$ cat src/hdl/core_cfg.svh
//##########################################################
// Core configuration
// Word, register file and immediate sizes shared by the
// decode and execute pipeline
//##########################################################

`ifndef CORE_CFG_SVH
`define CORE_CFG_SVH

// Data and instruction word width
`define WORD_WIDTH 32

// Number of architectural registers
`define REG_COUNT 32

// Bits needed to name one register
`define REG_INDEX_WIDTH 5

// I-type immediate field, before sign extension
`define IMM_WIDTH 12

`endif

$ cat src/hdl/isa_pkg.sv
//##########################################################
// ISA package
// Instruction, register and data word types, and the
// encodings of the supported RV32I subset
//##########################################################

`default_nettype none

`include "core_cfg.svh"

package isa_pkg;

    // Basic words
    typedef logic [`WORD_WIDTH-1:0] word_t;
    typedef logic [`WORD_WIDTH-1:0] instr_t;
    typedef logic [`REG_INDEX_WIDTH-1:0] reg_index_t;

    // Instruction fields
    typedef logic [6:0] opcode_t;
    typedef logic [2:0] funct3_t;
    typedef logic [6:0] funct7_t;

    // Register-register arithmetic
    localparam opcode_t OPCODE_OP = 7'b0110011;
    // Register-immediate arithmetic
    localparam opcode_t OPCODE_OP_IMM = 7'b0010011;

    // Shared by ADD, SUB and ADDI
    localparam funct3_t FUNCT3_ADD_SUB = 3'b000;
    localparam funct3_t FUNCT3_AND = 3'b111;
    localparam funct3_t FUNCT3_OR = 3'b110;

    // Plain R-type operation
    localparam funct7_t FUNCT7_BASE = 7'b0000000;
    // Turns ADD into SUB
    localparam funct7_t FUNCT7_SUB = 7'b0100000;

endpackage

`default_nettype wire

$ cat src/hdl/pipe_pkg.sv
//##########################################################
// Pipeline package
// Control bundle, ALU operations, decode bundle and
// write-back record passed between pipeline stages
//##########################################################

`default_nettype none

package pipe_pkg;

    // ALU operation select
    typedef logic [1:0] alu_op_t;

    localparam alu_op_t ALU_ADD = 2'd0;
    localparam alu_op_t ALU_SUB = 2'd1;
    localparam alu_op_t ALU_AND = 2'd2;
    localparam alu_op_t ALU_OR = 2'd3;

    // Control signals from the decoder
    typedef struct packed {
        logic reg_write;
        logic alu_src_imm;
        alu_op_t alu_op;
    } ctrl_t;

    // Everything execute needs from decode
    typedef struct packed {
        ctrl_t ctrl;
        isa_pkg::reg_index_t dest;
        isa_pkg::reg_index_t src1;
        isa_pkg::reg_index_t src2;
        isa_pkg::word_t rs1_value;
        isa_pkg::word_t rs2_value;
        isa_pkg::word_t imm;
    } decode_bundle_t;

    // Result of one instruction leaving the pipeline
    typedef struct packed {
        logic valid;
        isa_pkg::reg_index_t dest;
        isa_pkg::word_t data;
    } wb_t;

endpackage

`default_nettype wire

$ cat src/hdl/control_unit.sv
//##########################################################
// Control unit
// Decodes ADD, SUB, AND, OR and ADDI into control signals,
// register indices and a sign-extended immediate
//##########################################################

`timescale 1ns/1ns
`default_nettype none

`include "core_cfg.svh"

module control_unit (
    input  isa_pkg::instr_t instr,
    input  logic instr_valid,
    output pipe_pkg::ctrl_t ctrl,
    output isa_pkg::reg_index_t dest,
    output isa_pkg::reg_index_t src1,
    output isa_pkg::reg_index_t src2,
    output isa_pkg::word_t imm
);

    isa_pkg::opcode_t opcode;
    isa_pkg::funct3_t funct3;
    isa_pkg::funct7_t funct7;
    logic [`IMM_WIDTH-1:0] imm_field;
    logic known;
    logic is_imm;
    pipe_pkg::alu_op_t alu_op;

    // Field extraction
    assign opcode = instr[6:0];
    assign funct3 = instr[14:12];
    assign funct7 = instr[31:25];
    assign imm_field = instr[31:20];
    assign dest = instr[11:7];
    assign src1 = instr[19:15];
    // I-type has no second source, so no forwarding match either
    assign src2 = is_imm ? '0 : instr[24:20];

    // Sign extension of the 12-bit immediate
    assign imm = {{(`WORD_WIDTH - `IMM_WIDTH){imm_field[`IMM_WIDTH-1]}}, imm_field};

    always_comb
    begin
        known = 1'b0;
        is_imm = 1'b0;
        alu_op = pipe_pkg::ALU_ADD;
        case (opcode)
            isa_pkg::OPCODE_OP:
            begin
                // R-type, funct7 picks ADD or SUB
                if (funct3 == isa_pkg::FUNCT3_ADD_SUB && funct7 == isa_pkg::FUNCT7_BASE)
                begin
                    known = 1'b1;
                end
                else if (funct3 == isa_pkg::FUNCT3_ADD_SUB && funct7 == isa_pkg::FUNCT7_SUB)
                begin
                    known = 1'b1;
                    alu_op = pipe_pkg::ALU_SUB;
                end
                else if (funct3 == isa_pkg::FUNCT3_AND && funct7 == isa_pkg::FUNCT7_BASE)
                begin
                    known = 1'b1;
                    alu_op = pipe_pkg::ALU_AND;
                end
                else if (funct3 == isa_pkg::FUNCT3_OR && funct7 == isa_pkg::FUNCT7_BASE)
                begin
                    known = 1'b1;
                    alu_op = pipe_pkg::ALU_OR;
                end
            end
            isa_pkg::OPCODE_OP_IMM:
            begin
                // Only ADDI from the immediate group
                if (funct3 == isa_pkg::FUNCT3_ADD_SUB)
                begin
                    known = 1'b1;
                    is_imm = 1'b1;
                end
            end
            default:
            begin
                known = 1'b0;
            end
        endcase
    end

    // Bubble for unknown encodings, invalid slots and writes to x0
    assign ctrl = '{reg_write: known && instr_valid && (dest != '0),
                    alu_src_imm: is_imm,
                    alu_op: alu_op};

endmodule

`default_nettype wire

$ cat src/hdl/decode_execute_top.sv
//##########################################################
// Decode/execute top
// Decoder, register file, pipeline register and execute
// stage of the integer pipeline
//##########################################################

`timescale 1ns/1ns
`default_nettype none

module decode_execute_top (
    input  logic clk,
    input  logic reset,
    input  isa_pkg::instr_t instr,
    input  logic instr_valid,
    input  logic stall,
    output pipe_pkg::wb_t wb
);

    // Decode side
    pipe_pkg::ctrl_t ctrl;
    isa_pkg::reg_index_t dest;
    isa_pkg::reg_index_t src1;
    isa_pkg::reg_index_t src2;
    isa_pkg::word_t imm;
    isa_pkg::word_t rs1_value;
    isa_pkg::word_t rs2_value;
    pipe_pkg::decode_bundle_t bundle_in;
    pipe_pkg::decode_bundle_t bundle_out;

    // Write-back into the register file
    logic write_enable;
    isa_pkg::reg_index_t write_dest;
    isa_pkg::word_t write_data;

    control_unit control_unit_i (
        .instr       (instr),
        .instr_valid (instr_valid),
        .ctrl        (ctrl),
        .dest        (dest),
        .src1        (src1),
        .src2        (src2),
        .imm         (imm)
    );

    register_file register_file_i (
        .clk          (clk),
        .reset        (reset),
        .src1         (src1),
        .src2         (src2),
        .rs1_value    (rs1_value),
        .rs2_value    (rs2_value),
        .write_enable (write_enable),
        .write_dest   (write_dest),
        .write_data   (write_data)
    );

    // Bundle for the pipeline register
    assign bundle_in = '{ctrl: ctrl, dest: dest, src1: src1, src2: src2,
                         rs1_value: rs1_value, rs2_value: rs2_value, imm: imm};

    decode_registers decode_registers_i (
        .clk        (clk),
        .reset      (reset),
        .stall      (stall),
        .bundle_in  (bundle_in),
        .bundle_out (bundle_out)
    );

    execute_stage execute_stage_i (
        .clk          (clk),
        .reset        (reset),
        .stall        (stall),
        .bundle       (bundle_out),
        .write_enable (write_enable),
        .write_dest   (write_dest),
        .write_data   (write_data),
        .wb           (wb)
    );

endmodule

`default_nettype wire

$ cat src/hdl/decode_registers.sv
//##########################################################
// Decode registers
// Pipeline register between decode and execute, frozen
// while stall is high
//##########################################################

`timescale 1ns/1ns
`default_nettype none

module decode_registers (
    input  logic clk,
    input  logic reset,
    input  logic stall,
    input  pipe_pkg::decode_bundle_t bundle_in,
    output pipe_pkg::decode_bundle_t bundle_out
);

    always_ff @(posedge clk)
    begin
        if (reset)
        begin
            // Bubble after reset, operand payload left as is
            bundle_out.ctrl <= '0;
        end
        else if (!stall)
        begin
            // Invalid slots arrive with reg_write already low
            bundle_out <= bundle_in;
        end
    end

endmodule

`default_nettype wire

$ cat src/hdl/execute_stage.sv
//##########################################################
// Execute stage
// Operand forwarding, ALU, register file write request
// and the registered write-back record
//##########################################################

`timescale 1ns/1ns
`default_nettype none

module execute_stage (
    input  logic clk,
    input  logic reset,
    input  logic stall,
    input  pipe_pkg::decode_bundle_t bundle,
    output logic write_enable,
    output isa_pkg::reg_index_t write_dest,
    output isa_pkg::word_t write_data,
    output pipe_pkg::wb_t wb
);

    // Last instruction that wrote a register
    logic fwd_valid;
    isa_pkg::reg_index_t fwd_dest;
    isa_pkg::word_t fwd_data;

    isa_pkg::word_t operand_a;
    isa_pkg::word_t rs2_forwarded;
    isa_pkg::word_t operand_b;
    isa_pkg::word_t alu_result;

    // Operands were read one cycle early, so the last write may be missing
    assign operand_a = (fwd_valid && (fwd_dest != '0) && (fwd_dest == bundle.src1))
                       ? fwd_data : bundle.rs1_value;
    assign rs2_forwarded = (fwd_valid && (fwd_dest != '0) && (fwd_dest == bundle.src2))
                           ? fwd_data : bundle.rs2_value;

    // Immediate or register for the second operand
    assign operand_b = bundle.ctrl.alu_src_imm ? bundle.imm : rs2_forwarded;

    always_comb
    begin
        case (bundle.ctrl.alu_op)
            pipe_pkg::ALU_ADD: alu_result = operand_a + operand_b;
            pipe_pkg::ALU_SUB: alu_result = operand_a - operand_b;
            pipe_pkg::ALU_AND: alu_result = operand_a & operand_b;
            pipe_pkg::ALU_OR:  alu_result = operand_a | operand_b;
            default:           alu_result = operand_a + operand_b;
        endcase
    end

    // Write request, suppressed while frozen
    assign write_enable = bundle.ctrl.reg_write && !stall;
    assign write_dest = bundle.dest;
    assign write_data = alu_result;

    always_ff @(posedge clk)
    begin
        if (reset)
        begin
            fwd_valid <= 1'b0;
        end
        else if (write_enable)
        begin
            fwd_valid <= 1'b1;
            fwd_dest <= write_dest;
            fwd_data <= write_data;
        end
    end

    // One-cycle valid pulse per executed write
    always_ff @(posedge clk)
    begin
        if (reset)
        begin
            wb.valid <= 1'b0;
        end
        else
        begin
            wb.valid <= write_enable;
            if (write_enable)
            begin
                wb.dest <= write_dest;
                wb.data <= write_data;
            end
        end
    end

endmodule

`default_nettype wire

$ cat src/hdl/register_file.sv
//##########################################################
// Register file
// 32 registers, two combinational reads, one write port,
// register zero hardwired to zero
//##########################################################

`timescale 1ns/1ns
`default_nettype none

`include "core_cfg.svh"

module register_file (
    input  logic clk,
    input  logic reset,
    input  isa_pkg::reg_index_t src1,
    input  isa_pkg::reg_index_t src2,
    output isa_pkg::word_t rs1_value,
    output isa_pkg::word_t rs2_value,
    input  logic write_enable,
    input  isa_pkg::reg_index_t write_dest,
    input  isa_pkg::word_t write_data
);

    // No storage behind x0
    isa_pkg::word_t regs [1:`REG_COUNT-1];

    always_ff @(posedge clk)
    begin
        if (reset)
        begin
            // Architectural state starts at zero
            for (int i = 1; i < `REG_COUNT; i++)
            begin
                regs[i] <= '0;
            end
        end
        else if (write_enable && (write_dest != '0))
        begin
            regs[write_dest] <= write_data;
        end
    end

    // Reads see the old value during a same-cycle write
    assign rs1_value = (src1 == '0) ? '0 : regs[src1];
    assign rs2_value = (src2 == '0) ? '0 : regs[src2];

endmodule

`default_nettype wire

$ cat config.mk
export PLATFORM = sky130hd
export DESIGN_NAME = decode_execute_top
export DESIGN_NICKNAME = d
export VERILOG_FILES = /design/src/hdl/isa_pkg.sv /design/src/hdl/pipe_pkg.sv /design/src/hdl/control_unit.sv /design/src/hdl/decode_execute_top.sv /design/src/hdl/decode_registers.sv /design/src/hdl/execute_stage.sv /design/src/hdl/register_file.sv
export VERILOG_INCLUDE_DIRS = /design/src /design/src/hdl
export SDC_FILE = /design/constraint.sdc
export NUM_CORES = 2
export LEC_CHECK = 0
export BUFFER_PORTS_ARGS = -buffer_cell sky130_fd_sc_hd__buf_2
export CAP_MARGIN = 5
export CORE_ASPECT_RATIO = 1.25
export CORE_UTILIZATION = 65
export CTS_BUF_LIST = sky130_fd_sc_hd__clkbuf_4
export DETAILED_ROUTE_END_ITERATION = 6
export GPL_ROUTABILITY_DRIVEN = 0
export HOLD_SLACK_MARGIN = 0.08
export PLACE_DENSITY = 0.82
export SLEW_MARGIN = 20
export SYNTH_ARGS = -nofsm -noshare
export SYNTH_HDL_FRONTEND = slang
export SYNTH_SLANG_ARGS = --single-unit
$ cat constraint.sdc
create_clock -name clk -period 14.4 [get_ports clk]
set_clock_uncertainty 0.05 [all_clocks]
set_input_delay 1.44 -clock clk [delete_from_list [all_inputs] [get_ports clk]]
set_output_delay 1.44 -clock clk [all_outputs]
set_load 0.01 [all_outputs]
# == Yosys cells after proc, flatten, opt, wreduce, memory -nomap -nowiden ==
# Memory sizes are Yosys's and may differ from the RTL's. A register that Yosys moved wholly into a read port is not among the register bits.
# Index checks and enable logic that the tools add are counted.
# totals
n_memories,1
ff_bits,70
mem_bits_rw,992
word_cells,76
# op_classes
n_addsub,2
n_reduce_logical,23
bitwise_logic,4
n_mux,25
eq_ne,10
# memory_table
memory,words,word_bits,read_ports,rd_clocked_by_memory_dff,write_ports,line_no,rtl
register_file_i.regs,31,32,2,2,31,register_file.sv:25,isa_pkg::word_t regs [1:`REG_COUNT-1];
# ops
op,n
32-bit 2-to-1 mux,4
32-bit one-hot mux with 4 select lines,1
32-bit adder,1
32-bit bitwise AND,1
32-bit OR,1
32-bit OR reduction,1
32-bit subtractor,1
5-bit nonzero test,3
7-bit by 6-bit equality test with 1-bit output (second input constant),2
1-bit 2-to-1 mux,12
1-bit logical AND,11
5-bit equality test,2
5-bit logical NOT,2
2-bit 2-to-1 mux,5
5-bit 2-to-1 mux,2
7-bit by 5-bit equality test with 1-bit output (second input constant),1
7-bit logical NOT,1
3-bit equality test (second input constant),2
2-bit equality test (second input constant),2
2-bit AND reduction,2
3-bit logical NOT,1
2-bit by 1-bit equality test with 1-bit output (second input constant),1
2-bit logical NOT,1
1-bit inverter,2
other kinds (2),2

# == Logic depth before layout (Yosys ltp) ==
# logic_depth
word_depth,9
ltp_mapped,29
mapped_depth_nobuf,25

# == By module ==
# A second synthesis with hierarchy kept.
# unflattened
hier_cells,4663
area_unflattened_um2,64404.3
# by_module_without_submodules
module,area_each_um2,n_inst,cells_per_inst
register_file,54631.1,1,3765
execute_stage,5796.8,1,705
decode_registers,3483.3,1,125
control_unit,493.0,1,68

# == Least setup slack after synthesis ==
# No wires, ideal clock.
# synth_path
path_kind,input-to-reg
from,in reset
to,"mem register_file_i.regs[11][0] (netlist name), enable pin"
t_arrival_ns,8.345
n_path_buf,1
setup_ns,0.394
t_required_ns,13.956
path_slack_ns,5.611
path_stages,7
path_cell_list,nor2_1 nand2_1 inv_1 and3_1 clkbuf_1 nand2_1 nand2b_1
# synth_rtl
element,line_no,rtl
from (decl),decode_execute_top.sv:12,"input logic reset,"
to (decl),register_file.sv:25,

==> results.md <==
- Outcome: finished with violations
- Violated checks: design-rule violations
- Setup violators final: 0
- Setup WS post-layout: 7.19 ns
- First-pass GRT wire length: 301000 um
- Via/cell ratio: 7.69
- Hold Vio Cnt, Final: 0
- Crit path max fanout: 32
- Max cap viols: 0
- Starting Density: 0.659
- Hold wc startpoint: instr[10]
- I/O Buffers: 73
- Mapped Area: 61600 um2
- Critical path cell sequence: xnor2_1 > and4_1 > nand2_1 > nand2_1 > a31oi_1 > inv_1 > ha_1 > inv_1 > a31oi_1 > nand3_1 > a211oi_1 > nand3_1 > or2_2 > o211ai_1 > o211ai_1 > ha_1 > and3_1 > nand3_1 > o21ai_0 > nor3_1 > or4_4 > o311ai_4 > buf_4 > a21oi_1
- Die Y-Extent: 346 um
- Final ANT Viol Nets: 0
- Net Sw Frac: 0.291
- CTS Hold Bufs: 0
- # clock sinks: 1158
- Synth cell types: 75
- RSZ-0062 raised after global routing: no
- Root Driver: clkbuf_4
- Area share of the largest cell type after synthesis: 0.562
- Largest net degree at the start of global routing: 168
- Final Routed Wirelength: 212000 um
- Synth area leader: edfxtp_1
- Final hold slack: 0.334 ns
- Layout net count: 4878
- H-tree levels: 5
- FF-to-FF setup slack: 7.19 ns
- Antenna violations before repair: 11
- Fin crit share: 0.501
- Post-CTS Setup Bufs: 0
- Hold path endpoint: decode_registers_i.bundle_out[109]
- Initial DRC Count: 9364
- #FFs+latches synth: 1158
- Power share of the sequential group: 0.502
- Comb pwr share: 0.160
- EDFF count, synth: 1152
- Critical Path End Type: flip-flop
- Pint: 5.55 mW
- Clk pwr share: 0.338
- VDD IR max: 0.0000989 V
- Vias: 47694
- Critical path's largest stage delay: 0.62 ns
- Worst reg2reg startpoint: execute_stage_i.wb[34]
- Gr usage total: 0.437
- Async S/R FF share, synth: 0
- I/O pins: 74
- Worst slack, placed: 7.25 ns
- Filler cell count: 6017
- Cell depth of the worst hold path: 1
- Relative slew slack: 0.113
- Hpwl dp: 117000 um
- TritonCTS clock tree: done
- Max Clock Freq: 139 MHz
- Drt drc: 2
- Sw Pwr: 2.27 mW
- Clock Tree Buf Depth: 4
- Wire length per cell: 34.1 um
- CP top delay family: simple AND/OR/NAND/NOR gates
- Clock-pin slew on the worst setup and hold paths: 0.06 ns
- P_leak: 24.5 nW
- TNS Setup: 0 ns
- Worst EP required: 15.31 ns
- Type of the worst min-delay path: in2reg
- Ranking of synthesized cells by area: edfxtp_1 (56%), mux4_2 (12%), nor2_1 (6.5%)
- Area of the multi-input gates: 25200 um2
- Cell total after placement: 5716
- Post-route insts no fill: 6199
- WP buf/inv: 3
- Synth-to-Final Area Change: 8.19%
- TritonRoute pass-1 iters: 7
- Synth warn: 0
- Pwr Density: 117 nW/um2
- Startpoint class of the critical path: flip-flop
- Crit-path slowest cell: nand2_1
- Total gr overflow: 0
- Min Tclk post-route: 7.21 ns
- DIE AREA: 96000 um2
- Layout cells sized above 1: 0.274
- Worst path most repeated cell: nand3_1
- Ys flop type: edfxtp_1
- Site row count: 125
- Inserted Clock Buffers: 292
- Seq. cell area: 34700 um2
- Post-CTS sizing: 0
- Seq/Total Area, Yosys: 0.564
- Critical Path AT: 8.12 ns
- R2R Path End: register_file_i.regs[9][31]
- Core Util, Final: 0.713
- Worst-Skew Late Latency: 1.34 ns
- WS Path Type: reg2reg
- Syn Inst Count: 4752
- Slew Limit Fails: 0
- R2R depth: 24
- Syn avg cell area: 13.0 um2
- Actual slew at the worst max-slew pin: 1.33 ns
- Die X: 277 um
- Vias in the first global route: 47254
- Core Box Area: 93400 um2
- CP Depth: 24
==> power groups by stage <==
stage	sequential, mW	combinational, mW	clock (mW)
finish	3.93	1.25	2.64
global route	3.93	1.28	2.77
floorplan	3.96	0.772	0
detailed placement	3.99	1.17	0
CTS	3.92	1.17	2.62
global placement	3.98	1.15	0
==> how the worst max path moves through the flow <==
| stage | slack [ns] | from | to |
|---|---|---|---|
| CTS | 7.28 | execute_stage_i.wb[32] | register_file_i.regs[0][30] |
| detailed placement | 7.25 | execute_stage_i.wb[32] | execute_stage_i.wb[30] |
| floorplan | 5.61 | reset | register_file_i.regs[11][0] |
| global placement | 7.47 | execute_stage_i.wb[32] | execute_stage_i.wb[30] |
| global route | 6.81 | execute_stage_i.wb[32] | register_file_i.regs[9][31] |
| finish | 7.19 | execute_stage_i.wb[34] | register_file_i.regs[9][31] |
==> cells by family (layout without fill, tap and decap cells) <==
group	count (synthesis)	in the layout	synth area share
XOR/XNOR	60	60	0.00854
flip-flops	1158	1158	0.564
AO/OA/AOI/OAI	762	762	0.0905
AND/OR/NAND/NOR	1376	1376	0.0917
multiplexers	794	794	0.200
buffers and inverters	543	745	0.0343
other	1	40	0.0000609
adder cells (fa/ha/maj)	58	58	0.0110
==> layer usage <==
layer  wire length, um  track usage  share of wire  up-vias
met5               246      0.00352         0.0012        -
li1                  -            -              -    18540
met3             40100        0.188           0.19     1397
met2             91800        0.643           0.43     5322
met1             62800        0.526           0.30    22413
met4             16600        0.290          0.078       22
==> layout by cell type (no fill, tap or decap), types with 9 or more instances in the layout <==
master and count:
o311a_1 32, xnor2_1 39, nor3_1 66, ha_1 34, nand2b_2 25, or3_1 13
a21o_1 14, a22oi_1 33, a21oi_2 18, xor2_1 21, clkinv_2 10, nand3_1 19
mux2i_1 181, o21ai_0 169, buf_4 137, conb_1 32, nand2b_1 9, nand2_2 28
a211oi_1 36, buf_2 66, mux4_2 320, nand2_1 76, clkinv_1 53, o221ai_1 129
mux2_2 288, nor2_1 1067, edfxtp_1 1152, a31oi_1 22, maj3_1 23, a221oi_1 161
a21oi_1 82, inv_1 57, clkbuf_4 405
==> sequential cells by signal (all words and copies together) (netlist names) <==
name / flops
execute_stage_i.fwd_valid: 1
register_file_i.regs: 1024
decode_registers_i.bundle_out: 95
execute_stage_i.wb: 38
==> cell usage after synthesis, drive strengths merged, types with 36 or more instances <==
master / number
edfxtp: 1152
nor2: 1073
clkbuf: 409
mux4: 320
mux2: 288
mux2i: 186
o21ai: 174
a221oi: 161
o221ai: 130
nand2: 107
a21oi: 100
buf: 73
nor3: 66
inv: 60
nand2b: 40
xnor2: 39
a211oi: 36
==> cell type report <==
class / instances / share of cell area
sequential: 1158 / 0.521
multi-input combinational: 3082 / 0.379
clock buffer: 405 / 0.0456
timing repair buffer: 212 / 0.0231
tap: 1206 / 0.0227
clock inverter: 67 / 0.00436
inverter: 61 / 0.00363
antenna: 8 / 0.000301
==> metrics by stage <==
step | total power, mW | cell area, um2
6_report | 7.82 | 66600
5_1_grt | 7.98 | 66600
4_1_cts | 7.71 | 66500
3_5_place_dp | 5.16 | 63200
3_3_place_gp | 5.13 | 63100
2_1_floorplan | 4.73 | 61700
(Power assumes the default switching activity.)
